**src/source/a800_macros.svh**
```systemverilog
`ifndef A800_MACROS_SVH
`define A800_MACROS_SVH

// ====================
// Sector buffer
// ====================

// 512-byte sector, byte addressed
`define A800_SECTOR_AW 9

// ====================
// Drive slots
// ====================

`define A800_DRIVES 8

// Slots 4 and 5 hold executable and cartridge images, never writable
`define A800_RO_DRIVES 8'h30

// ====================
// Mouse to paddle
// ====================

// Largest movement accepted from one packet
`define A800_DELTA_LIMIT (10)

`define A800_AXIS_MIN (-128)
`define A800_AXIS_MAX (127)

`endif

```
**src/source/a800_pkg.sv**
```systemverilog
`include "a800_macros.svh"

package a800_pkg;

	// ====================
	// Control processor side
	// ====================

	// Command word, lba_sel sits in bit 0
	typedef struct packed {
		logic [2:0] drv_num;
		logic       block_wr;
		logic       block_rd;
		logic       lba_sel;
	} host_ctrl_t;

	typedef struct packed {
		logic [23:0] pad;
		logic [7:0]  data;
	} host_byte_t;

	// Data word is a sector number or a buffer byte, chosen by lba_sel
	typedef union packed {
		logic [31:0] lba;
		host_byte_t  bytes;
	} host_word_u;

	typedef struct packed {
		logic       readonly;
		logic [1:0] filetype;
		logic [2:0] fileno;
		logic       mounted;
		logic       io_done;
	} host_status_t;

	// ====================
	// Host SD side
	// ====================

	typedef struct packed {
		logic [`A800_DRIVES-1:0] img_mounted;
		logic                    readonly;
		logic [1:0]              filetype;
		logic [31:0]             size;
	} mount_info_t;

	typedef struct packed {
		logic [31:0]             lba;
		logic [`A800_DRIVES-1:0] rd;
		logic [`A800_DRIVES-1:0] wr;
	} sd_req_t;

	// ====================
	// Mouse and paddles
	// ====================

	// PS/2 packet, flags bit 0 left, bit 1 right, bit 4 X sign, bit 5 Y sign
	typedef struct packed {
		logic       toggle;
		logic [7:0] dy;
		logic [7:0] dx;
		logic [7:0] flags;
	} mouse_pkt_t;

	// X in the low byte, same as the analog stick word
	typedef struct packed {
		logic signed [7:0] y;
		logic signed [7:0] x;
	} axis_t;

endpackage

```
**src/source/mouse_axis.sv**
```systemverilog
`include "a800_macros.svh"

module mouse_axis
	import a800_pkg::*;
(
	input  logic        clk_sys,
	input  logic        areset,
	input  mouse_pkt_t  mouse_i,
	input  logic [15:0] analog_i,
	input  logic [13:0] joy_i,
	input  logic        cpu_halt_i,
	input  logic        invert_y_i,
	output axis_t       axis_o,
	output logic [13:0] joy_o
);

	logic tog_q1, tog_q2;
	logic new_pkt;
	logic emu;

	logic signed [7:0] mx, my;
	logic signed [8:0] dx, dy;
	logic signed [8:0] nx, ny;

	// Halve toward minus infinity, then limit the step
	function automatic logic signed [8:0] pkt_delta(input logic sign, input logic [7:0] mov);
		logic signed [8:0] d;
		d = {sign, sign, mov[7:1]};
		if (d > `A800_DELTA_LIMIT) begin
			return 9'(`A800_DELTA_LIMIT);
		end else if (d < -`A800_DELTA_LIMIT) begin
			return 9'(-`A800_DELTA_LIMIT);
		end
		return d;
	endfunction

	function automatic logic signed [7:0] sat_axis(input logic signed [8:0] v);
		if (v < `A800_AXIS_MIN) begin
			return 8'(`A800_AXIS_MIN);
		end else if (v > `A800_AXIS_MAX) begin
			return 8'(`A800_AXIS_MAX);
		end
		return v[7:0];
	endfunction

	// Toggle copies only follow the packet strobe
	always_ff @(posedge clk_sys) begin
		tog_q1 <= mouse_i.toggle;
		tog_q2 <= tog_q1;
	end

	assign new_pkt = tog_q1 ^ tog_q2;

	assign dx = pkt_delta(mouse_i.flags[4], mouse_i.dx);
	assign dy = pkt_delta(mouse_i.flags[5], mouse_i.dy);
	assign nx = mx + dx;
	assign ny = invert_y_i ? (my - dy) : (my + dy);

	always_ff @(posedge clk_sys) begin
		if (areset) begin
			emu <= 1'b0;
			mx  <= '0;
			my  <= '0;
		end else begin
			if (new_pkt) begin
				emu <= 1'b1;
				mx  <= sat_axis(nx);
				my  <= sat_axis(ny);
			end
			// Real stick or halted CPU takes over
			if ((analog_i != '0) || cpu_halt_i) begin
				emu <= 1'b0;
				mx  <= '0;
				my  <= '0;
			end
		end
	end

	always_comb begin
		if (emu) begin
			axis_o.x = mx;
			axis_o.y = my;
			joy_o    = {joy_i[13:9], mouse_i.flags[1:0], joy_i[6:0]};
		end else begin
			axis_o = axis_t'(analog_i);
			joy_o  = joy_i;
		end
	end

endmodule

```
**config.mk**
```make
export PLATFORM = sky130hd
export DESIGN_NAME = mouse_axis
export DESIGN_NICKNAME = d
export VERILOG_FILES = /design/src/source/a800_pkg.sv /design/src/source/mouse_axis.sv
export VERILOG_INCLUDE_DIRS = /design/src /design/src/source
export SDC_FILE = /design/constraint.sdc
export NUM_CORES = 1
export LEC_CHECK = 0
export BUFFER_PORTS_ARGS = -buffer_cell sky130_fd_sc_hd__buf_2
export CORE_AREA = 2 2 66 68
export CTS_CLUSTER_SIZE = 14
export DETAILED_ROUTE_END_ITERATION = 8
export DIE_AREA = 0 0 68 70
export GPL_TIMING_DRIVEN = 0
export PLACE_DENSITY_LB_ADDON = 0.12
export SLEW_MARGIN = 10
export SYNTH_ARGS = -nofsm -noshare
export SYNTH_HDL_FRONTEND = slang
export SYNTH_SLANG_ARGS = --single-unit
```
**constraint.sdc**
```tcl
create_clock -name clk_sys -period 5.8 [get_ports clk_sys]
set_clock_uncertainty 0.15 [all_clocks]
set_input_delay 0.29 -clock clk_sys [delete_from_list [all_inputs] [get_ports clk_sys]]
set_output_delay 0.29 -clock clk_sys [all_outputs]
set_load 0.02 [all_outputs]
```
==> results of run 1 <==
[worst max-delay path by stage]
stage,cells past startpoint,from,slack [ps],to
floorplan,15,mouse_i[5],2370,my[0]
global placement,16,mouse_i[5],1710,my[0]
detailed placement,16,mouse_i[5],1670,my[1]
CTS,16,mouse_i[5],1930,my[1]
global route,17,mouse_i[5],1570,my[1]
finish,16,mouse_i[5],1940,my[1]
[final cells by class]
| class | count | area (µm²) |
|---|---|---|
| tap | 52 | 65.1 |
| timing repair buffer | 69 | 350 |
| multi-input combinational | 214 | 1490 |
| buffer | 25 | 140 |
| clock buffer | 3 | 41.3 |
| sequential | 19 | 380 |
| inverter | 8 | 30.0 |
| fill | 417 | 1640 |
| clock inverter | 1 | 5.00 |
[power by group]
part           leakage [nW]  switching (mW)  internal (mW)
Sequential            0.154        0.000756          0.131
Clock                0.0255          0.0442         0.0476
Combinational         0.928          0.0677         0.0525
Total                  1.11           0.113          0.231
[synth_stat cells]
library cell | n | area [µm²]
sky130_fd_sc_hd__or4_4 | 1 | 11.3
sky130_fd_sc_hd__maj3_1 | 1 | 10.0
sky130_fd_sc_hd__xnor2_1 | 10 | 87.6
sky130_fd_sc_hd__a311oi_2 | 1 | 15.0
sky130_fd_sc_hd__o21ai_0 | 23 | 115
sky130_fd_sc_hd__dfxtp_1 | 19 | 380
sky130_fd_sc_hd__o21bai_1 | 3 | 22.5
sky130_fd_sc_hd__clkbuf_1 | 12 | 45.0
sky130_fd_sc_hd__mux2_2 | 18 | 203
sky130_fd_sc_hd__or2_2 | 3 | 18.8
sky130_fd_sc_hd__a31oi_1 | 1 | 6.26
sky130_fd_sc_hd__inv_1 | 8 | 30.0
sky130_fd_sc_hd__and2_1 | 3 | 18.8
sky130_fd_sc_hd__a211oi_1 | 9 | 67.6
sky130_fd_sc_hd__a32o_1 | 1 | 10.0
sky130_fd_sc_hd__a21oi_2 | 2 | 17.5
sky130_fd_sc_hd__xor2_1 | 5 | 43.8
sky130_fd_sc_hd__nor3_1 | 3 | 15.0
sky130_fd_sc_hd__nor2b_1 | 3 | 18.8
sky130_fd_sc_hd__o2111ai_1 | 1 | 8.76
sky130_fd_sc_hd__a21boi_0 | 1 | 7.51
sky130_fd_sc_hd__nor4_1 | 7 | 43.8
sky130_fd_sc_hd__o21ai_1 | 2 | 10.0
sky130_fd_sc_hd__buf_2 | 1 | 5.00
sky130_fd_sc_hd__o21a_1 | 1 | 7.51
sky130_fd_sc_hd__ha_1 | 17 | 213
sky130_fd_sc_hd__a21oi_1 | 30 | 150
sky130_fd_sc_hd__a21o_1 | 2 | 15.0
sky130_fd_sc_hd__o31ai_1 | 1 | 7.51
sky130_fd_sc_hd__nand2b_1 | 5 | 31.3
sky130_fd_sc_hd__a311oi_1 | 1 | 8.76
sky130_fd_sc_hd__nor2_2 | 1 | 6.26
sky130_fd_sc_hd__a221oi_1 | 2 | 17.5
sky130_fd_sc_hd__nor3b_1 | 1 | 7.51
sky130_fd_sc_hd__nor2_1 | 26 | 97.6
sky130_fd_sc_hd__or4_1 | 2 | 15.0
sky130_fd_sc_hd__or3_1 | 1 | 6.26
sky130_fd_sc_hd__nand4_1 | 2 | 12.5
sky130_fd_sc_hd__nand2_1 | 14 | 52.6
sky130_fd_sc_hd__o211ai_1 | 4 | 30.0
sky130_fd_sc_hd__a22oi_1 | 1 | 7.51
sky130_fd_sc_hd__nand3_1 | 3 | 15.0
sky130_fd_sc_hd__buf_4 | 12 | 90.1
sky130_fd_sc_hd__fa_1 | 2 | 40.0
[stage by stage]
| step | utilization [%] | total power, mW | std cells | worst slack [ps] |
|---|---|---|---|---|
| floorplan | - | 0.215 | 266 | 2370 |
| global placement | 59.1 | 0.253 | 386 | 1710 |
| detailed placement | 59.1 | 0.254 | 386 | 1670 |
| CTS | 60.4 | 0.347 | 391 | 1930 |
| global route | 60.4 | 0.367 | 391 | 1570 |
| finish | 60.4 | 0.344 | 391 | 1940 |
[per-layer routing]
layer | wire length [µm] | track usage, %
met4 | 35 | 4.22
met5 | 0 | 0
met1 | 2140 | 27.3
met3 | 155 | 0.644
met2 | 2600 | 38.1
[flip-flops by register name (all words and copies together), names as in the netlist]
signal,count
tog_q2,1
mx,8
my,8
tog_q1,1
emu,1
[kinds of logic (layout without fill, tap and decap cells)]
logic type	Yosys count	count (layout)	synth area share [%]
muxes	18	18	9.93
AOI/OAI and AO/OA	86	86	25.7
adders and majority gates	20	20	12.9
buffers and inverters	33	106	8.33
DFF	19	19	18.6
xor gates and xnor gates	15	15	6.43
and+or+nand+nor	75	75	18.1
[worst reg2reg max path, stage by stage (launching register included)]
cell and delay, ps:
sky130_fd_sc_hd__dfxtp_1 330, sky130_fd_sc_hd__inv_1 50, sky130_fd_sc_hd__ha_1 220, sky130_fd_sc_hd__fa_1 400, sky130_fd_sc_hd__nor2b_1 180, sky130_fd_sc_hd__o2111ai_1 180, sky130_fd_sc_hd__a32o_1 310, sky130_fd_sc_hd__o31ai_1 380
sky130_fd_sc_hd__nand3_1 170, sky130_fd_sc_hd__o21ai_1 460, sky130_fd_sc_hd__a221oi_1 100
==> metrics, run 1 <==
all-layer global routing usage 21.1%; biggest cell delay along the critical path 460 ps; maximum clock path buffer count 2; global-route wire length before repair 8.06 mm; startpoint of the tightest hold check path tog_q1; number of inserted diodes 0; Buf/Inv on CP 2; number of placed I/O pins 89; finished layout cell area 0.00250 mm²; area added between synthesis and finish 22.6%; worst hold path type flop to flop; unrepaired setup endpoints after global routing false; Final setup violation count 0; critical path class input port to flop; hold buffer count at CTS 1; wire length per cell after detailed routing 12.6 µm; RR Endpoint my[1]; Power Density 137 mW/mm²; Mapped Avg Cell Area 7.68 µm²; clock transition at the registers of the reported paths 80 ps; insertion delay of the later-clocked pin in the worst-skew pair 250 ps; post-cts repair resize count 0; outcome complete, no violations; Syn Nets 344; router iterations before antenna repair 4; data arrival time of the worst path 3810 ps; Die X-Extent 68 µm; routed wire length 4.93 mm; Synth Cell Area 0.00204 mm²; highest-delay cell along the critical path sky130_fd_sc_hd__o21ai_1; Final Cycle Share 66.5%; effective utilization at floorplan 49.3%; initial drt markers 40; normalized max-slew margin 53.5%; Worst-Margin Slew 694 ps; cell depth of the worst flop-to-flop path 10; Layout Nets 418; number of global-route vias before repair 1867; share of the yosys chip area belonging to registers 18.6%; hold-critical path endpoint tog_q2; category of the worst setup path launch point input port; die area 0.00476 mm²; Clock Tree Root sky130_fd_sc_hd__clkbuf_8; endpoint kind of the worst setup timing path flop; core box area 0.00414 mm²; DRC violations left 0; pin count of the biggest net entering global routing 12; total clock buffers created by CTS 3; Slew Viols, Final 0; proportion of layout cells with a drive suffix above 1 32.7%; TritonCTS clock tree yes; shortest period the worst path allows 3860 ps; number of cells traversed by the worst hold path 0; Static Leak 1.11 nW; vias per cell 5.36; Peak VDD IR 0.0000794 V; R2R setup slack 2740 ps; half-perimeter wire length after detailed placement 4.04 mm; routability congestion estimate from global placement 0.839; CP Cell Sequence buf_2 -> clkbuf_1 -> nand4_1 -> o21ai_0 -> nand2_1 -> ha_1 -> nor2_1 -> a21oi_1 -> fa_1 -> nor2b_1 -> o2111ai_1 -> a32o_1 -> o31ai_1 -> nand3_1 -> o21ai_1 -> a221oi_1; commonest cells after routing, fill and taps aside sky130_fd_sc_hd__buf_2 (69), sky130_fd_sc_hd__a21oi_1 (30), sky130_fd_sc_hd__nor2_1 (26), sky130_fd_sc_hd__o21ai_0 (23), sky130_fd_sc_hd__dfxtp_1 (19); largest fanout of any net on the critical path 10; most common cell after layout, fill and taps aside sky130_fd_sc_hd__buf_2; std cell rows 24; number of antenna-violating nets in the routed design 0; worst hold margin 248 ps; Top delay family on crit path compound AO/OA/AOI/OAI gates; achievable frequency 259 MHz; total number of H-tree levels 1; number of clock sinks 19; Post-Place Cell Area 0.00245 mm²; Vias 2097; vertical die dimension 70 µm; Synthesis Warnings 0; number of distinct standard cells referenced by the synthesized netlist 44; Gate Count Post-Synth 266; TNS Setup 0 ps; final hold vios 0; Reg2Reg Launch Point my[0]; post-synthesis sequential element count 19; leftover overflow at the end of global routing 0; number of setup buffers added after CTS 0; # port buffers 68; initial antenna violation count 0; required arrival time at the worst endpoint 5750 ps; # Max-Cap Violations 0
No activity file was read; power rests on OpenSTA's default activity.
==> inputs of run 2 (changes only) <==
--- a/config.mk
+++ b/config.mk
@@ -7,10 +7,10 @@
 export NUM_CORES = 1
 export LEC_CHECK = 0
 export BUFFER_PORTS_ARGS = -buffer_cell sky130_fd_sc_hd__buf_2
-export CORE_AREA = 2 2 66 68
+export CORE_AREA = 2 2 72 74
 export CTS_CLUSTER_SIZE = 14
 export DETAILED_ROUTE_END_ITERATION = 8
-export DIE_AREA = 0 0 68 70
+export DIE_AREA = 0 0 74 76
 export GPL_TIMING_DRIVEN = 0
 export PLACE_DENSITY_LB_ADDON = 0.12
 export SLEW_MARGIN = 10
==> constraint.sdc (replaced) <==
create_clock -name clk_sys -period 3.1 [get_ports clk_sys]
set_clock_uncertainty 0.15 [all_clocks]
set_input_delay 0.155 -clock clk_sys [delete_from_list [all_inputs] [get_ports clk_sys]]
set_output_delay 0.155 -clock clk_sys [all_outputs]
set_load 0.02 [all_outputs]
==> run 2 against run 1 <==
  * The flow now finishes with violations (negative setup slack)
  * Non-clock buffer count is 14 higher
  * Cell count is 8.2% higher
  * Via count is 3.9% higher
  * Sequential power is 86% higher
  * Global-route usage is 2.5 points lower
  * Critical path depth stayed put
  * Clock-buffer cell count stayed put
  * Critical path type unchanged
  * Register-to-register slack worse by 2500 ps
==> metrics, run 2 (same netlist as run 1, synthesis figures left out) <==
TNS Setup -766 ps; biggest cell delay along the critical path 410 ps; pin count of the biggest net entering global routing 12; Power Density 238 mW/mm²; initial drt markers 74; effective utilization at floorplan 41.6%; all-layer global routing usage 18.5%; CP Cell Sequence buf_12 -> nor4_4 -> a21oi_2 -> nor2_2 -> ha_4 -> nor2_4 -> a21oi_4 -> fa_2 -> nor2b_4 -> o2111ai_4 -> a32o_2 -> buf_6 -> o31ai_4 -> nand3_2 -> o21ai_4 -> a221oi_2; die area 0.00562 mm²; Die X-Extent 74 µm; required arrival time at the worst endpoint 3070 ps; DRC violations left 0; number of global-route vias before repair 2027; Peak VDD IR 0.000180 V; Overall Power 0.690 mW; met1 usage in global routing 21.0%; number of placed I/O pins 89; vertical die dimension 76 µm; Layout Nets 432; normalized max-slew margin 50.1%; core box area 0.00491 mm²; Slew Viols, Final 0; startpoint of the tightest hold check path analog_i[14]; global-route wire length before repair 8.63 mm; Top delay family on crit path compound AO/OA/AOI/OAI gates; Reg2Reg Launch Point my[0]; area added between synthesis and finish 42.2%; number of inserted diodes 0; achievable frequency 310 MHz; TritonCTS clock tree yes; busiest layer in global routing met2; final hold vios 0; Worst-Margin Slew 742 ps; number of clock sinks 19; Vias 2179; number of cells traversed by the worst hold path 6; std cell rows 26; proportion of layout cells with a drive suffix above 1 44.8%; met2 track utilization from global routing 35.8%; highest-delay cell along the critical path sky130_fd_sc_hd__fa_2; worst hold margin 242 ps; Buf/Inv on CP 2; commonest cells after routing, fill and taps aside sky130_fd_sc_hd__buf_2 (67), sky130_fd_sc_hd__a21oi_1 (26), sky130_fd_sc_hd__buf_4 (25), sky130_fd_sc_hd__nor2_1 (23), sky130_fd_sc_hd__o21ai_0 (21); category of the worst setup path launch point input port; largest fanout of any net on the critical path 6; outcome complete, but fails checks; clock transition at the registers of the reported paths 70 ps; cell depth of the worst flop-to-flop path 11; shortest period the worst path allows 3230 ps; Final Cycle Share 104%; router iterations before antenna repair 4; Clock Tree Root sky130_fd_sc_hd__clkbuf_8; total clock buffers created by CTS 3; initial antenna violation count 0; R2R setup slack 230 ps; RR Endpoint my[0]; met3 Track Usage GR 1.32%; worst-case setup margin in the final layout -130 ps; registers with the most flip-flops mx x8, my x8; Final setup violation count 7; critical path class input port to flop; most common cell after layout, fill and taps aside sky130_fd_sc_hd__buf_2; # Max-Cap Violations 0; # port buffers 68; vias per cell 5.15; total number of H-tree levels 1; worst hold path type input port to flop; routability congestion estimate from global placement 0.827; leftover overflow at the end of global routing 0; number of antenna-violating nets in the routed design 0; endpoint kind of the worst setup timing path flop; data arrival time of the worst path 3200 ps; violated checks negative setup slack; hold-critical path endpoint mx[6]; unrepaired setup endpoints after global routing true; wire length per cell after detailed routing 12.9 µm; Static Leak 1.23 nW; routed wire length 5.46 mm; half-perimeter wire length after detailed placement 4.19 mm; maximum clock path buffer count 2; insertion delay of the later-clocked pin in the worst-skew pair 250 ps
## run 2: worst max-delay path by stage
stage,cells past startpoint,from,to,slack [ps]
2_1_floorplan,15,mouse_i[5],my[1],10
3_3_place_gp,16,mouse_i[5],my[1],-470
3_5_place_dp,16,mouse_i[5],my[0],-490
4_1_cts,15,mouse_i[5],my[1],-80
5_1_grt,15,mouse_i[23],my[1],-360
6_report,16,mouse_i[23],my[0],-130
## run 2: timing repair
item / CTS / global route
gates cloned: 0 / 0
pin swaps: 5 / 17
hold buffers: 1 / 0
setup endpoints to repair: 7 / 15
gates resized for setup: 27 / 24
hold endpoints to repair: 1 / 0
buffers inserted: 9 / 5
## run 2: per-layer routing
| metal | share of wire, % | vias up |
|---|---|---|
| met1 | 42 | 1011 |
| li1 | - | 1129 |
| met2 | 54 | 31 |
| met3 | 1.7 | 8 |
| met5 | 0 | - |
| met4 | 2.0 | 0 |
## run 2: layout make-up
cell class | count | area [µm²]
Fill cell | 465 | 2010
Multi-Input combinational cell | 214 | 1720
Timing Repair Buffer | 83 | 484
Sequential cell | 19 | 380
Buffer | 25 | 151
Tap cell | 70 | 87.6
Clock buffer | 3 | 41.3
Inverter | 8 | 30.0
Clock inverter | 1 | 5.00
## run 2: worst register-to-register path: stages (launching register included)
cell,delay [ps]
sky130_fd_sc_hd__dfxtp_1,340
sky130_fd_sc_hd__inv_1,70
sky130_fd_sc_hd__ha_1,230
sky130_fd_sc_hd__fa_2,380
sky130_fd_sc_hd__nor2b_4,150
sky130_fd_sc_hd__o2111ai_4,150
sky130_fd_sc_hd__a32o_2,310
sky130_fd_sc_hd__buf_6,120
sky130_fd_sc_hd__o31ai_4,330
sky130_fd_sc_hd__nand3_2,150
sky130_fd_sc_hd__o21ai_4,310
sky130_fd_sc_hd__a221oi_2,60
## run 2: report_power, final
group          internal, mW  switching (mW)  total (mW)
sequential            0.245         0.00121       0.246
combinational         0.124           0.150       0.274
clock                0.0891          0.0806       0.170
## run 2: stage by stage
step | area (µm²) | setup WS, ps | utilization, % | instances
after detailed placement | 2500 | -487 | 50.8 | 404
after global placement | 2500 | -468 | 50.8 | 404
after CTS | 2750 | -75.6 | 56.0 | 418
after global routing | 2900 | -360 | 59.1 | 423
after floorplan | 2070 | 14.8 | - | 266
final | 2900 | -130 | 59.1 | 423
