**src/source/a800_macros.svh**
```systemverilog
`ifndef A800_MACROS_SVH
`define A800_MACROS_SVH

// ====================
// Sector buffer
// ====================

// 512-byte sector, byte addressed
`define A800_SECTOR_AW 9

// ====================
// Drive slots
// ====================

`define A800_DRIVES 8

// Slots 4 and 5 hold executable and cartridge images, never writable
`define A800_RO_DRIVES 8'h30

// ====================
// Mouse to paddle
// ====================

// Largest movement accepted from one packet
`define A800_DELTA_LIMIT (10)

`define A800_AXIS_MIN (-128)
`define A800_AXIS_MAX (127)

`endif

```
**src/source/a800_pkg.sv**
```systemverilog
`include "a800_macros.svh"

package a800_pkg;

	// ====================
	// Control processor side
	// ====================

	// Command word, lba_sel sits in bit 0
	typedef struct packed {
		logic [2:0] drv_num;
		logic       block_wr;
		logic       block_rd;
		logic       lba_sel;
	} host_ctrl_t;

	typedef struct packed {
		logic [23:0] pad;
		logic [7:0]  data;
	} host_byte_t;

	// Data word is a sector number or a buffer byte, chosen by lba_sel
	typedef union packed {
		logic [31:0] lba;
		host_byte_t  bytes;
	} host_word_u;

	typedef struct packed {
		logic       readonly;
		logic [1:0] filetype;
		logic [2:0] fileno;
		logic       mounted;
		logic       io_done;
	} host_status_t;

	// ====================
	// Host SD side
	// ====================

	typedef struct packed {
		logic [`A800_DRIVES-1:0] img_mounted;
		logic                    readonly;
		logic [1:0]              filetype;
		logic [31:0]             size;
	} mount_info_t;

	typedef struct packed {
		logic [31:0]             lba;
		logic [`A800_DRIVES-1:0] rd;
		logic [`A800_DRIVES-1:0] wr;
	} sd_req_t;

	// ====================
	// Mouse and paddles
	// ====================

	// PS/2 packet, flags bit 0 left, bit 1 right, bit 4 X sign, bit 5 Y sign
	typedef struct packed {
		logic       toggle;
		logic [7:0] dy;
		logic [7:0] dx;
		logic [7:0] flags;
	} mouse_pkt_t;

	// X in the low byte, same as the analog stick word
	typedef struct packed {
		logic signed [7:0] y;
		logic signed [7:0] x;
	} axis_t;

endpackage

```
**src/source/disk_bridge.sv**
```systemverilog
`include "a800_macros.svh"

module disk_bridge
	import a800_pkg::*;
(
	input  logic                       clk_sys,
	input  logic                       areset,

	// Control processor registers and strobes
	input  host_ctrl_t                 host_ctrl_i,
	input  host_word_u                 host_wdata_i,
	input  logic                       data_wr_i,
	input  logic                       data_rd_i,
	input  logic                       io_wr_i,
	output logic [31:0]                host_rdata_o,
	output host_status_t               host_status_o,

	// Host SD block interface
	input  mount_info_t                mount_i,
	input  logic [`A800_DRIVES-1:0]    sd_ack_i,
	output sd_req_t                    sd_req_o,

	// Sector buffer port B
	output logic [`A800_SECTOR_AW-1:0] buf_addr_o,
	output logic [7:0]                 buf_wdata_o,
	output logic                       buf_we_o,
	input  logic [7:0]                 buf_rdata_i
);

	// Two registered copies of every strobe
	logic wr_q1, wr_q2;
	logic rd_q1, rd_q2;
	logic brd_q1, brd_q2;
	logic bwr_q1, bwr_q2;
	logic ack_q1, ack_q2;
	logic mnt_q1, mnt_q2;

	logic wr_rise, rd_fall, brd_rise, bwr_rise, ack_fall, mnt_rise;

	logic lba_ld;
	logic inc_pend;

	logic        io_done;
	logic        mounted;
	logic [2:0]  fileno;
	logic [1:0]  filetype;
	logic        readonly;
	logic [31:0] file_size;
	logic [2:0]  mnt_fileno;

	always_ff @(posedge clk_sys) begin
		if (areset) begin
			{wr_q1, wr_q2, rd_q1, rd_q2} <= '0;
			{brd_q1, brd_q2, bwr_q1, bwr_q2} <= '0;
			{ack_q1, ack_q2, mnt_q1, mnt_q2} <= '0;
		end else begin
			wr_q1  <= data_wr_i;
			wr_q2  <= wr_q1;
			rd_q1  <= data_rd_i;
			rd_q2  <= rd_q1;
			brd_q1 <= host_ctrl_i.block_rd;
			brd_q2 <= brd_q1;
			bwr_q1 <= host_ctrl_i.block_wr;
			bwr_q2 <= bwr_q1;
			ack_q1 <= |sd_ack_i;
			ack_q2 <= ack_q1;
			mnt_q1 <= |mount_i.img_mounted;
			mnt_q2 <= mnt_q1;
		end
	end

	assign wr_rise  = wr_q1 & ~wr_q2;
	assign rd_fall  = rd_q2 & ~rd_q1;
	assign brd_rise = brd_q1 & ~brd_q2;
	assign bwr_rise = bwr_q1 & ~bwr_q2;
	assign ack_fall = ack_q2 & ~ack_q1;
	assign mnt_rise = mnt_q1 & ~mnt_q2;

	// ====================
	// Buffer access
	// ====================

	// Write strobe becomes an LBA load or a byte write one edge later
	always_ff @(posedge clk_sys) begin
		if (areset) begin
			lba_ld   <= 1'b0;
			buf_we_o <= 1'b0;
			inc_pend <= 1'b0;
		end else begin
			lba_ld   <= wr_rise & host_ctrl_i.lba_sel;
			buf_we_o <= wr_rise & ~host_ctrl_i.lba_sel;
			inc_pend <= buf_we_o;
		end
	end

	always_ff @(posedge clk_sys) begin
		buf_wdata_o <= host_wdata_i.bytes.data;
	end

	// Clear from io_wr wins over both increments
	always_ff @(posedge clk_sys) begin
		if (areset) begin
			buf_addr_o <= '0;
		end else if (io_wr_i) begin
			buf_addr_o <= '0;
		end else if (inc_pend || rd_fall) begin
			buf_addr_o <= buf_addr_o + 1'b1;
		end
	end

	always_ff @(posedge clk_sys) begin
		if (host_ctrl_i.lba_sel) begin
			host_rdata_o <= file_size;
		end else begin
			host_rdata_o <= {24'd0, buf_rdata_i};
		end
	end

	// ====================
	// Block requests
	// ====================

	always_ff @(posedge clk_sys) begin
		if (areset) begin
			sd_req_o <= '0;
			io_done  <= 1'b0;
		end else begin
			if (lba_ld) begin
				sd_req_o.lba <= host_wdata_i.lba;
			end
			if (brd_rise) begin
				sd_req_o.rd[host_ctrl_i.drv_num] <= 1'b1;
				io_done <= 1'b0;
			end
			if (bwr_rise) begin
				sd_req_o.wr[host_ctrl_i.drv_num] <= 1'b1;
				io_done <= 1'b0;
			end
			// Host took the request
			if (|sd_ack_i) begin
				sd_req_o.rd <= '0;
				sd_req_o.wr <= '0;
			end
			if (ack_fall) begin
				io_done <= 1'b1;
			end
		end
	end

	// ====================
	// Image mount
	// ====================

	// Highest mounted slot
	always_comb begin
		mnt_fileno = '0;
		for (int i = 0; i < `A800_DRIVES; i++) begin
			if (mount_i.img_mounted[i]) begin
				mnt_fileno = 3'(i);
			end
		end
	end

	always_ff @(posedge clk_sys) begin
		if (areset) begin
			mounted  <= 1'b0;
			fileno   <= '0;
			filetype <= '0;
			readonly <= 1'b0;
		end else if (mnt_rise) begin
			mounted  <= ~mounted;
			fileno   <= mnt_fileno;
			filetype <= mount_i.filetype;
			readonly <= mount_i.readonly | (|(mount_i.img_mounted & `A800_RO_DRIVES));
		end
	end

	always_ff @(posedge clk_sys) begin
		if (mnt_rise) begin
			file_size <= mount_i.size;
		end
	end

	always_comb begin
		host_status_o.io_done  = io_done;
		host_status_o.mounted  = mounted;
		host_status_o.fileno   = fileno;
		host_status_o.filetype = filetype;
		host_status_o.readonly = readonly;
	end

endmodule

```
**config.mk**
```make
export PLATFORM = sky130hd
export DESIGN_NAME = disk_bridge
export DESIGN_NICKNAME = d
export VERILOG_FILES = /design/src/source/a800_pkg.sv /design/src/source/disk_bridge.sv
export VERILOG_INCLUDE_DIRS = /design/src /design/src/source
export SDC_FILE = /design/constraint.sdc
export NUM_CORES = 1
export LEC_CHECK = 0
export ABC_AREA = 1
export BUFFER_PORTS_ARGS = -buffer_cell sky130_fd_sc_hd__buf_2
export CELL_PAD_IN_SITES_DETAIL_PLACEMENT = 0
export CELL_PAD_IN_SITES_GLOBAL_PLACEMENT = 1
export CORE_ASPECT_RATIO = 0.6
export CORE_MARGIN = 3
export CORE_UTILIZATION = 37
export CTS_BUF_LIST = sky130_fd_sc_hd__clkbuf_16
export CTS_CLUSTER_DIAMETER = 150
export CTS_CLUSTER_SIZE = 12
export DETAILED_ROUTE_END_ITERATION = 7
export PLACE_DENSITY_LB_ADDON = 0.12
export SKIP_CTS_REPAIR_TIMING = 1
export SKIP_LAST_GASP = 1
export SLEW_MARGIN = 20
export SYNTH_ARGS = -nofsm -noshare
export SYNTH_HDL_FRONTEND = slang
export SYNTH_SLANG_ARGS = --single-unit
```
**constraint.sdc**
```tcl
create_clock -name clk_sys -period 2.2 [get_ports clk_sys]
set_input_delay 0.44 -clock clk_sys [delete_from_list [all_inputs] [get_ports clk_sys]]
set_output_delay 0.44 -clock clk_sys [all_outputs]
set_load 0.02 [all_outputs]
```
==> flow_metrics.env, run 1 <==
export IMPL_cts_reportedPaths_clkPinSlew_ns=0.06
export IMPL_maxCapViolations=0
export IMPL_worst_slack_ns=0.771
export IMPL_first_pass_iters=4
export IMPL_power_frac_comb=0.075
export IMPL_start_kind="register"
export IMPL_slew_headroom=0.319
export IMPL_finalSetupViolCount=0
export IMPL_crit_chain="buf_2"
export IMPL_finalClockSkew_ns=0.00900
export IMPL_r2r_start="lba_ld$_SDFF_PP0_"
export IMPL_worstPathArrival_ns=0.99
export IMPL_irDropWorstVdd_mv=0.418
export IMPL_rows=32
export IMPL_rsz0062_at_grt="no"
export IMPL_numCtsBuffers=17
export IMPL_fp_dieW_um=156
export IMPL_synthDistinctLibCells=28
export IMPL_vias_per_cell=4.41
export IMPL_ctsHtreeMaxLevel=4
export IMPL_postRouteAntennaNets=0
export IMPL_cp_num_buf_inv=1
export IMPL_leakage_nw=3.36
export IMPL_whs_ns=0.149
export IMPL_area_growth_pct=33.8
export IMPL_yosysSeqAreaShare=0.675
export IMPL_max_freq_ghz=0.700
export IMPL_min_from="host_wdata_i[7]"
export IMPL_vias=4013
export IMPL_post_route_period_util=0.649
export IMPL_hold_depth=1
export IMPL_syn_nets=622
export IMPL_antenna_found_initial=0
export IMPL_track_usage=0.164
export IMPL_synth_warnings=0
export IMPL_grt_pass1_wl_um=19100
export IMPL_pwr_share_clk=0.427
export IMPL_io_buffers=207
export IMPL_pwr_share_seq=0.498
export IMPL_cp_top_family="flip-flops"
export IMPL_layout_min_cycle_time_ns=1.43
export IMPL_initial_utilization=0.383
export IMPL_tightestPinTransition_ns=1.02
export IMPL_insertion_delay_ns=0.40
export IMPL_critical_path_class="reg2out"
export IMPL_io_pins=208
export IMPL_netlist_area_um2=4980
export IMPL_power_density_nw_per_um2=907
export IMPL_r2r_end="sd_req_o[45]$_SDFFE_PP0P_"
export IMPL_drive_above_1_share=0.339
export IMPL_netlist_instances=519
export IMPL_routedWlPerCell_um=13.5
export IMPL_synth_seq_cells=152
export IMPL_reg2reg_depth=3
export IMPL_cp_end_kind="output port"
export IMPL_nets=831
export IMPL_clkSinkCount=152
export IMPL_hold_path_class="in2reg"
export IMPL_finalHoldViolations=0
export IMPL_slowest_stage="dfxtp_1"
export IMPL_drtIter0Drc=202
export IMPL_syn_area_per_cell_um2=9.59
export IMPL_netlist_top_cells_area="dfxtp_1 (48%), edfxtp_1 (19%), nor2_1 (8.6%)"
export IMPL_yosysTopAreaCell="dfxtp_1"
export IMPL_ctsLongestPathBuffers=2
export IMPL_status="finished clean"
export IMPL_die_area_um2=14900
export IMPL_maxSlewViolCount=0
export IMPL_grt_pass1_vias=3785
export IMPL_num_antenna_cells=0
export IMPL_worstPathMaxFanout=5
export IMPL_cts_tree="done"
export IMPL_tns_ns=0
export IMPL_max_stage_delay_ns=0.40
export IMPL_grt_max_degree=41
export IMPL_pre_cts_slack_ns=0.740
export IMPL_p_int_mw=4.58
export IMPL_sw_frac_of_total=0.242
export IMPL_synth_top_cell_area_share=0.482
export IMPL_die_y_um=95.9
export IMPL_hold_path_endpoint="buf_wdata_o[7]$_DFF_P_"
export IMPL_place_hpwl_um=8860
export IMPL_gp_congestion=0.770
export IMPL_core_um2=13000
export IMPL_cp_data_required_time_ns=1.76
export IMPL_root_buffer="clkbuf_16"
export IMPL_ff2ff_setup_slack_ns=0.84
export IMPL_grt_overflow=0
export IMPL_drc=0
export IMPL_p_sw_mw=1.46
export IMPL_totalWireLength_um=12300
kinds of logic (layout without fill, tap and decap cells):
logic type / count (synthesis) / in the layout / share of synthesized area
flops: 152 / 152 / 0.675
simple gates: 208 / 208 / 0.170
fa+ha+maj: 1 / 1 / 0.00251
buf+inv: 81 / 303 / 0.0724
compound gates: 77 / 77 / 0.0794
flip-flops by register name, summed over array words and instances, names as in the netlist, 2 cells and up:
| signal | count |
|---|---|
| host_rdata_o | 32 |
| file_size | 32 |
| buf_wdata_o | 8 |
| sd_req_o | 48 |
| buf_addr_o | 9 |
| filetype | 2 |
| fileno | 3 |
how the worst max path moves through the flow:
stage / endpoint / startpoint / depth (start not counted) / slack, ns
after floorplan: mounted$_SDFFE_PP0P_ / mnt_q1$_SDFF_PP0_ / 5 / 0.71
final: buf_addr_o[2] / buf_addr_o[2]$_SDFFE_PP0P_ / 1 / 0.77
after global routing: sd_req_o[41]$_SDFFE_PP0P_ / lba_ld$_SDFF_PP0_ / 3 / 0.64
after detailed placement: sd_req_o[13]$_SDFFE_PP0P_ / areset / 4 / 0.74
after global placement: sd_req_o[13]$_SDFFE_PP0P_ / areset / 4 / 0.77
after CTS: buf_addr_o[2] / buf_addr_o[2]$_SDFFE_PP0P_ / 1 / 0.73
metal layers:
| layer | global-route usage | routed length [um] | up-vias |
|---|---|---|---|
| met5 | 0 | 0 | - |
| met4 | 0.0544 | 120 | 0 |
| met3 | 0.0642 | 976 | 14 |
| met2 | 0.255 | 5460 | 147 |
| met1 | 0.211 | 5700 | 1797 |
| li1 | - | - | 2055 |
placed cells by master, fill, tap and decap left out:
cell	instances
nand3_1	4
inv_6	4
buf_12	1
or2_2	1
o21ai_0	44
nor4_1	2
clkinvlp_4	3
a21oi_1	29
inv_4	1
nand2_4	1
o221ai_1	1
ha_1	1
edfxtp_1	32
inv_1	60
inv_2	1
o21bai_1	1
nor2_2	1
clkbuf_16	17
nand2_1	70
buf_2	207
nand2_2	1
a41oi_1	1
o21ai_1	1
buf_4	2
dfxtp_1	120
clkinv_2	5
clkinv_4	2
nand4_1	1
nor2_4	3
nand3_2	1
nor2_1	114
nor3_1	9
cell type report:
type / count / area (um2)
Multi-Input combinational cell: 286 / 1260
Inverter: 61 / 231
Timing Repair Buffer: 210 / 1070
Tap cell: 170 / 213
Clock inverter: 15 / 104
Sequential cell: 152 / 3360
Fill cell: 1265 / 6350
Clock buffer: 17 / 425
synthesized netlist by cell type (all sizes together):
library cell and n:
nand3 5, nor4 2, o221ai 1, buf 17
nor2 118, a41oi 1, a21oi 29, o21ai 45
inv 61, dfxtp 120, edfxtp 32, o21bai 1
ha 1, clkbuf 3, or2 1, nor3 9
nand4 1, nand2 72
power by group through the flow:
stage	sequential, mW	combinational, mW	clock (mW)
after floorplan	3.16	0.156	0
after global placement	3.07	0.452	0
after detailed placement	3.07	0.459	0
after CTS	3.01	0.461	2.66
after global routing	3.02	0.503	2.78
final	3.01	0.454	2.58
through the flow:
stage,utilization,power [mW],area [um2],cells
2_1_floorplan,-,3.32,4980,519
3_3_place_gp,0.471,3.52,6130,879
3_5_place_dp,0.471,3.53,6130,879
4_1_cts,0.512,6.13,6660,911
5_1_grt,0.512,6.30,6660,911
6_report,0.512,6.04,6660,911
Note: power is estimated with default switching activity, not from simulation.
==> run 2: changes to the inputs <==
Settings changed: ABC_AREA 1 to 0, CORE_UTILIZATION 37 to 32.
Clock period 2.2 ns to 1.2 ns, I/O delays scaled along.
==> run 2 against run 1 <==
The run now ends with negative setup slack left; clock skew fell by 0.00087 ns; clock-buffer cell count did not move; cell count decreased by 6.8%; utilization shrank 2.6 points; critical path type unchanged; first-iteration DRC count down 33%; setup slack worse by 0.78 ns; sequential cell count stayed put; synthesized cell count is 24% lower; combinational power rose by 96%; power up 87%; via count down 10%.
==> flow_metrics.env, run 2 <==
export IMPL_finalSetupViolCount=3
export IMPL_numCtsBuffers=17
export IMPL_yosysTopAreaCell="dfxtp_1"
export IMPL_top_regs="sd_req_o x48, file_size x32, host_rdata_o x32"
export IMPL_ys_top_cells_by_count="dfxtp_1 (120), nor2_1 (70), mux2i_1 (34)"
export IMPL_whs_ns=0.00874
export IMPL_leakage_nw=3.17
export IMPL_multiInputGateArea_um2=1420
export IMPL_status="finished, violations left"
export IMPL_tightestPinTransition_ns=0.351
export IMPL_finalHoldViolations=0
export IMPL_core_um2=14700
export IMPL_layout_common_cells="buf_2 (185), dfxtp_1 (110), nor2_1 (70)"
export IMPL_synth_top_cell_area_share=0.491
export IMPL_grt_max_degree=33
export IMPL_max_freq_ghz=0.828
export IMPL_worstPathMaxFanout=3
export IMPL_synth_seq_cells=152
export IMPL_post_route_period_util=1.01
export IMPL_largest_register="sd_req_o"
export IMPL_place_inst=787
export IMPL_ctsLongestPathBuffers=2
export IMPL_die_area_um2=16900
export IMPL_cts_reportedPaths_clkPinSlew_ns=0.06
export IMPL_rsz0062_at_grt="yes"
export IMPL_crit_path_frequent_cell="buf_6"
export IMPL_final_util=0.486
export IMPL_clkSinkCount=152
export IMPL_start_kind="register"
export IMPL_postRouteAntennaNets=0
export IMPL_synth_most_common_cell="dfxtp_1"
export IMPL_async_flop_share=0
export IMPL_cp_end_kind="output port"
export IMPL_area_growth_pct=46.1
export IMPL_max_stage_delay_ns=0.33
export IMPL_cts_tree="done"
export IMPL_stdcell_count=849
export IMPL_gp_congestion=0.740
export IMPL_synth_warnings=0
export IMPL_track_usage=0.141
export IMPL_drtIter0Drc=136
export IMPL_grt_overflow=0
export IMPL_ff2ff_setup_slack_ns=0.05
export IMPL_place_hpwl_um=8790
export IMPL_vias=3603
export IMPL_grt_pass1_wl_um=18400
export IMPL_layout_min_cycle_time_ns=1.21
export IMPL_drive_above_1_share=0.432
export IMPL_antenna_found_initial=0
export IMPL_worst_slack_ns=-0.00809
export IMPL_rows=34
export IMPL_finalClockSkew_ns=0.00813
export IMPL_synth_main_ff_cell="dfxtp_1"
export IMPL_yosysSeqAreaShare=0.687
export IMPL_drc=0
export IMPL_root_buffer="clkbuf_16"
export IMPL_largest_reg_flops=48
export IMPL_maxCapViolations=0
export IMPL_io_pins=208
export IMPL_synth_edf_count=32
export IMPL_die_y_um=102
export IMPL_fill_cells=1381
export IMPL_grt_pass1_vias=3531
export IMPL_syn_area_per_cell_um2=12.5
export IMPL_synthDistinctLibCells=35
export IMPL_num_antenna_cells=0
export IMPL_netlist_area_um2=4890
export IMPL_hold_path_class="in2reg"
export IMPL_syn_nets=495
export IMPL_totalWireLength_um=12200
export IMPL_io_buffers=207
export IMPL_crit_chain="buf_6, buf_6"
export IMPL_tns_ns=-0.0159
export IMPL_seq_area_um2=3380
export IMPL_fp_dieW_um=166
export IMPL_dpl_instance_area_um2=6200
export IMPL_critical_path_class="reg2out"
export IMPL_insertion_delay_ns=0.41
export IMPL_first_pass_iters=4
export IMPL_vias_per_cell=4.24
export IMPL_maxSlewViolCount=0
export IMPL_irDropWorstVdd_mv=0.707
export IMPL_slew_headroom=0.764
export IMPL_slowest_stage="dfxtp_2"
export IMPL_final_common_cell="buf_2"
export IMPL_cp_data_required_time_ns=0.96
export IMPL_nets=741
export IMPL_power_density_nw_per_um2=1580
export IMPL_cp_num_buf_inv=2
export IMPL_ctsHtreeMaxLevel=4
export IMPL_worstPathArrival_ns=0.97
export IMPL_violations="negative setup slack"
export IMPL_netlist_instances=392
export IMPL_routedWlPerCell_um=14.3
export IMPL_netlist_top_cells_area="dfxtp_1 (49%), edfxtp_1 (20%), mux2i_1 (7.0%)"
export IMPL_stdcell_area_um2=7150
export IMPL_cp_top_family="flip-flops"
export IMPL_initial_utilization=0.333
==> run 2: final cells by class <==
cell class,count,share of cell area
clock inverter,15,0.0182
multi-input combinational,214,0.198
timing repair buffer,249,0.215
clock buffer,17,0.0595
tap,198,0.0346
inverter,4,0.00210
sequential,152,0.472
==> run 2: path summary, 6_finish.rpt <==
path / startpoint / end / depth (start not counted)
worst min-delay path: mount_i[12] / file_size[12]$_DFFE_PP_ / 1
worst max-delay path: buf_addr_o[0]$_SDFFE_PP0P_ / buf_addr_o[0] / 2
worst max register to register: buf_addr_o[0]$_SDFFE_PP0P_ / buf_addr_o[8]$_SDFFE_PP0P_ / 5
worst min register to register: wr_q2$_SDFF_PP0_ / buf_we_o$_SDFF_PP0_ / 1
==> run 2: stage by stage <==
| stage | power [mW] | worst slack, ns |
|---|---|---|
| 2_1_floorplan | 6.02 | 0.0132 |
| 3_3_place_gp | 6.41 | -0.0387 |
| 4_1_cts | 11.4 | -0.0858 |
| 3_5_place_dp | 6.43 | -0.0286 |
| 5_1_grt | 11.8 | -0.0482 |
| 6_report | 11.3 | -0.00809 |
==> run 2: per-layer routing <==
layer | share of wire | global-route usage | vias up | wire, um
li1 | - | - | 1816 | -
met2 | 0.45 | 0.220 | 124 | 5520
met4 | 0.0095 | 0.0575 | 0 | 116
met1 | 0.45 | 0.172 | 1653 | 5440
met5 | 0 | 0 | - | 0
met3 | 0.089 | 0.0628 | 10 | 1090
==> run 2: report_power, final <==
group | leakage (nW) | switching, mW | internal (mW)
combinational | 1.61 | 0.479 | 0.410
sequential | 1.30 | 0.0600 | 5.43
clock | 0.270 | 2.09 | 2.85
total | 3.17 | 2.63 | 8.69
==> run 2: kinds of logic (layout without fill, tap and decap cells) <==
family	Yosys count	after routing	share of synthesized area
xor gates and xnor gates	9	9	0.0161
buffers and inverters	26	285	0.0276
and+or+nand+nor	127	127	0.135
muxes	42	42	0.0879
adders and majority gates	1	1	0.00256
DFF	152	152	0.687
AOI/OAI and AO/OA	35	35	0.0435
==> run 3: changes to the inputs <==
Settings changed: RECOVER_POWER set to 25.
==> run 3 against run 2 <==
The flow still finishes with violations (negative setup slack); setup slack barely moved; cell count did not move; global-route usage did not move; non-clock buffer count did not move; sequential share of layout area rose by 0.12 points; clock skew barely moved; sequential power barely moved; maximum frequency barely moved; utilization fell by 0.13 points; critical endpoint unchanged.
==> flow_metrics.env, run 3 (same netlist as run 2, synthesis figures left out) <==
export IMPL_maxCapViolations=0
export IMPL_finalHoldViolations=0
export IMPL_finalSetupViolCount=3
export IMPL_vias=3593
export IMPL_drc=0
export IMPL_violations="negative setup slack"
export IMPL_routedWlPerCell_um=14.3
export IMPL_slew_headroom=0.564
export IMPL_nets=741
export IMPL_area_growth_pct=45.7
export IMPL_rows=34
export IMPL_max_freq_ghz=0.828
export IMPL_die_area_um2=16900
export IMPL_finalPower_mw=11.3
export IMPL_insertion_delay_ns=0.41
export IMPL_gp_congestion=0.740
export IMPL_grt_overflow=0
export IMPL_totalWireLength_um=12200
export IMPL_start_kind="register"
export IMPL_irDropWorstVdd_mv=0.706
export IMPL_cp_data_required_time_ns=0.96
export IMPL_finalClockSkew_ns=0.00814
export IMPL_grt_pass1_vias=3531
export IMPL_io_pins=208
export IMPL_worstPathArrival_ns=0.97
export IMPL_tightestPinTransition_ns=0.654
export IMPL_io_buffers=207
export IMPL_ctsLongestPathBuffers=2
export IMPL_leakage_nw=3.14
export IMPL_drive_above_1_share=0.415
export IMPL_ctsHtreeMaxLevel=4
export IMPL_dpl_instance_area_um2=6200
export IMPL_maxSlewViolCount=0
export IMPL_grt_pass1_wl_um=18400
export IMPL_layout_common_cells="buf_2 (174), dfxtp_1 (110), nor2_1 (70)"
export IMPL_drtIter0Drc=143
export IMPL_top_regs="sd_req_o x48, file_size x32, host_rdata_o x32"
export IMPL_fp_dieW_um=166
export IMPL_layout_min_cycle_time_ns=1.21
export IMPL_largest_register="sd_req_o"
export IMPL_worstPathMaxFanout=3
export IMPL_die_y_um=102
export IMPL_worst_slack_ns=-0.00801
export IMPL_hold_path_class="in2reg"
export IMPL_vias_per_cell=4.23
export IMPL_cts_reportedPaths_clkPinSlew_ns=0.06
export IMPL_post_route_period_util=1.01
export IMPL_first_pass_iters=4
export IMPL_postRouteAntennaNets=0
export IMPL_antenna_found_initial=0
export IMPL_core_um2=14700
export IMPL_power_density_nw_per_um2=1590
export IMPL_clkSinkCount=152
export IMPL_largest_reg_flops=48
export IMPL_numCtsBuffers=17
export IMPL_grt_max_degree=33
export IMPL_place_inst=787
export IMPL_stdcell_area_um2=7130
export IMPL_stdcell_count=849
export IMPL_final_common_cell="buf_2"
export IMPL_rsz0062_at_grt="yes"
export IMPL_initial_utilization=0.333
export IMPL_root_buffer="clkbuf_16"
export IMPL_status="finished, violations left"
export IMPL_track_usage=0.141
export IMPL_place_hpwl_um=8790
export IMPL_cts_tree="done"
export IMPL_num_antenna_cells=0
export IMPL_critical_path_class="reg2out"
export IMPL_cp_end_kind="output port"
## run 3: cell types whose count changed in the layout (fill, tap and decap cells not counted)
cell	delta
and2_0	+8
and2_1	-8
buf_2	-11
buf_4	-2
clkbuf_1	+11
clkbuf_2	+2
## run 3: worst paths after layout
kind	start	endpoint	depth (start not counted)	slack [ns]
min	mount_i[12]	file_size[12]$_DFFE_PP_	1	0.009
max reg2reg	buf_addr_o[0]$_SDFFE_PP0P_	buf_addr_o[8]$_SDFFE_PP0P_	5	0.05
max	buf_addr_o[0]$_SDFFE_PP0P_	buf_addr_o[0]	2	-0.008
min reg2reg	wr_q2$_SDFF_PP0_	buf_we_o$_SDFF_PP0_	1	0.41
## run 3: stage by stage
step	setup TNS (ns)	setup slack, ns	hold WS, ns	utilization
after detailed placement	-0.168	-0.0286	0.360	0.421
final	-0.0162	-0.00801	0.00891	0.485
after global routing	-0.266	-0.0482	-0.00746	0.485
after CTS	-0.720	-0.0858	-0.0737	0.459
after floorplan	0	0.0132	0.268	-
after global placement	-0.199	-0.0387	0.358	0.421
## run 3: layout make-up
class	instances	area [um2]
Clock buffer	17	425
Clock inverter	15	130
Fill cell	1386	7590
Inverter	4	15.0
Multi-Input combinational cell	214	1420
Sequential cell	152	3380
Tap cell	198	248
Timing Repair Buffer	249	1520
## run 3: power breakdown
group	switching, mW	leakage, nW	internal (mW)
sequential	0.0602	1.30	5.43
combinational	0.479	1.57	0.402
clock	2.09	0.270	2.85
## run 3: metal layers
metal  part of all wire  global-route usage  up-vias
met4             0.0095              0.0575        0
met5                  0                   0        -
met3              0.092              0.0628       10
met1               0.45               0.172     1643
met2               0.45               0.220      122
li1                   -                   -     1818
## run 3: critical path, stage by stage, from the launching register on
cell and delay (ns):
dfxtp_2 0.33, buf_6 0.12, buf_6 0.12
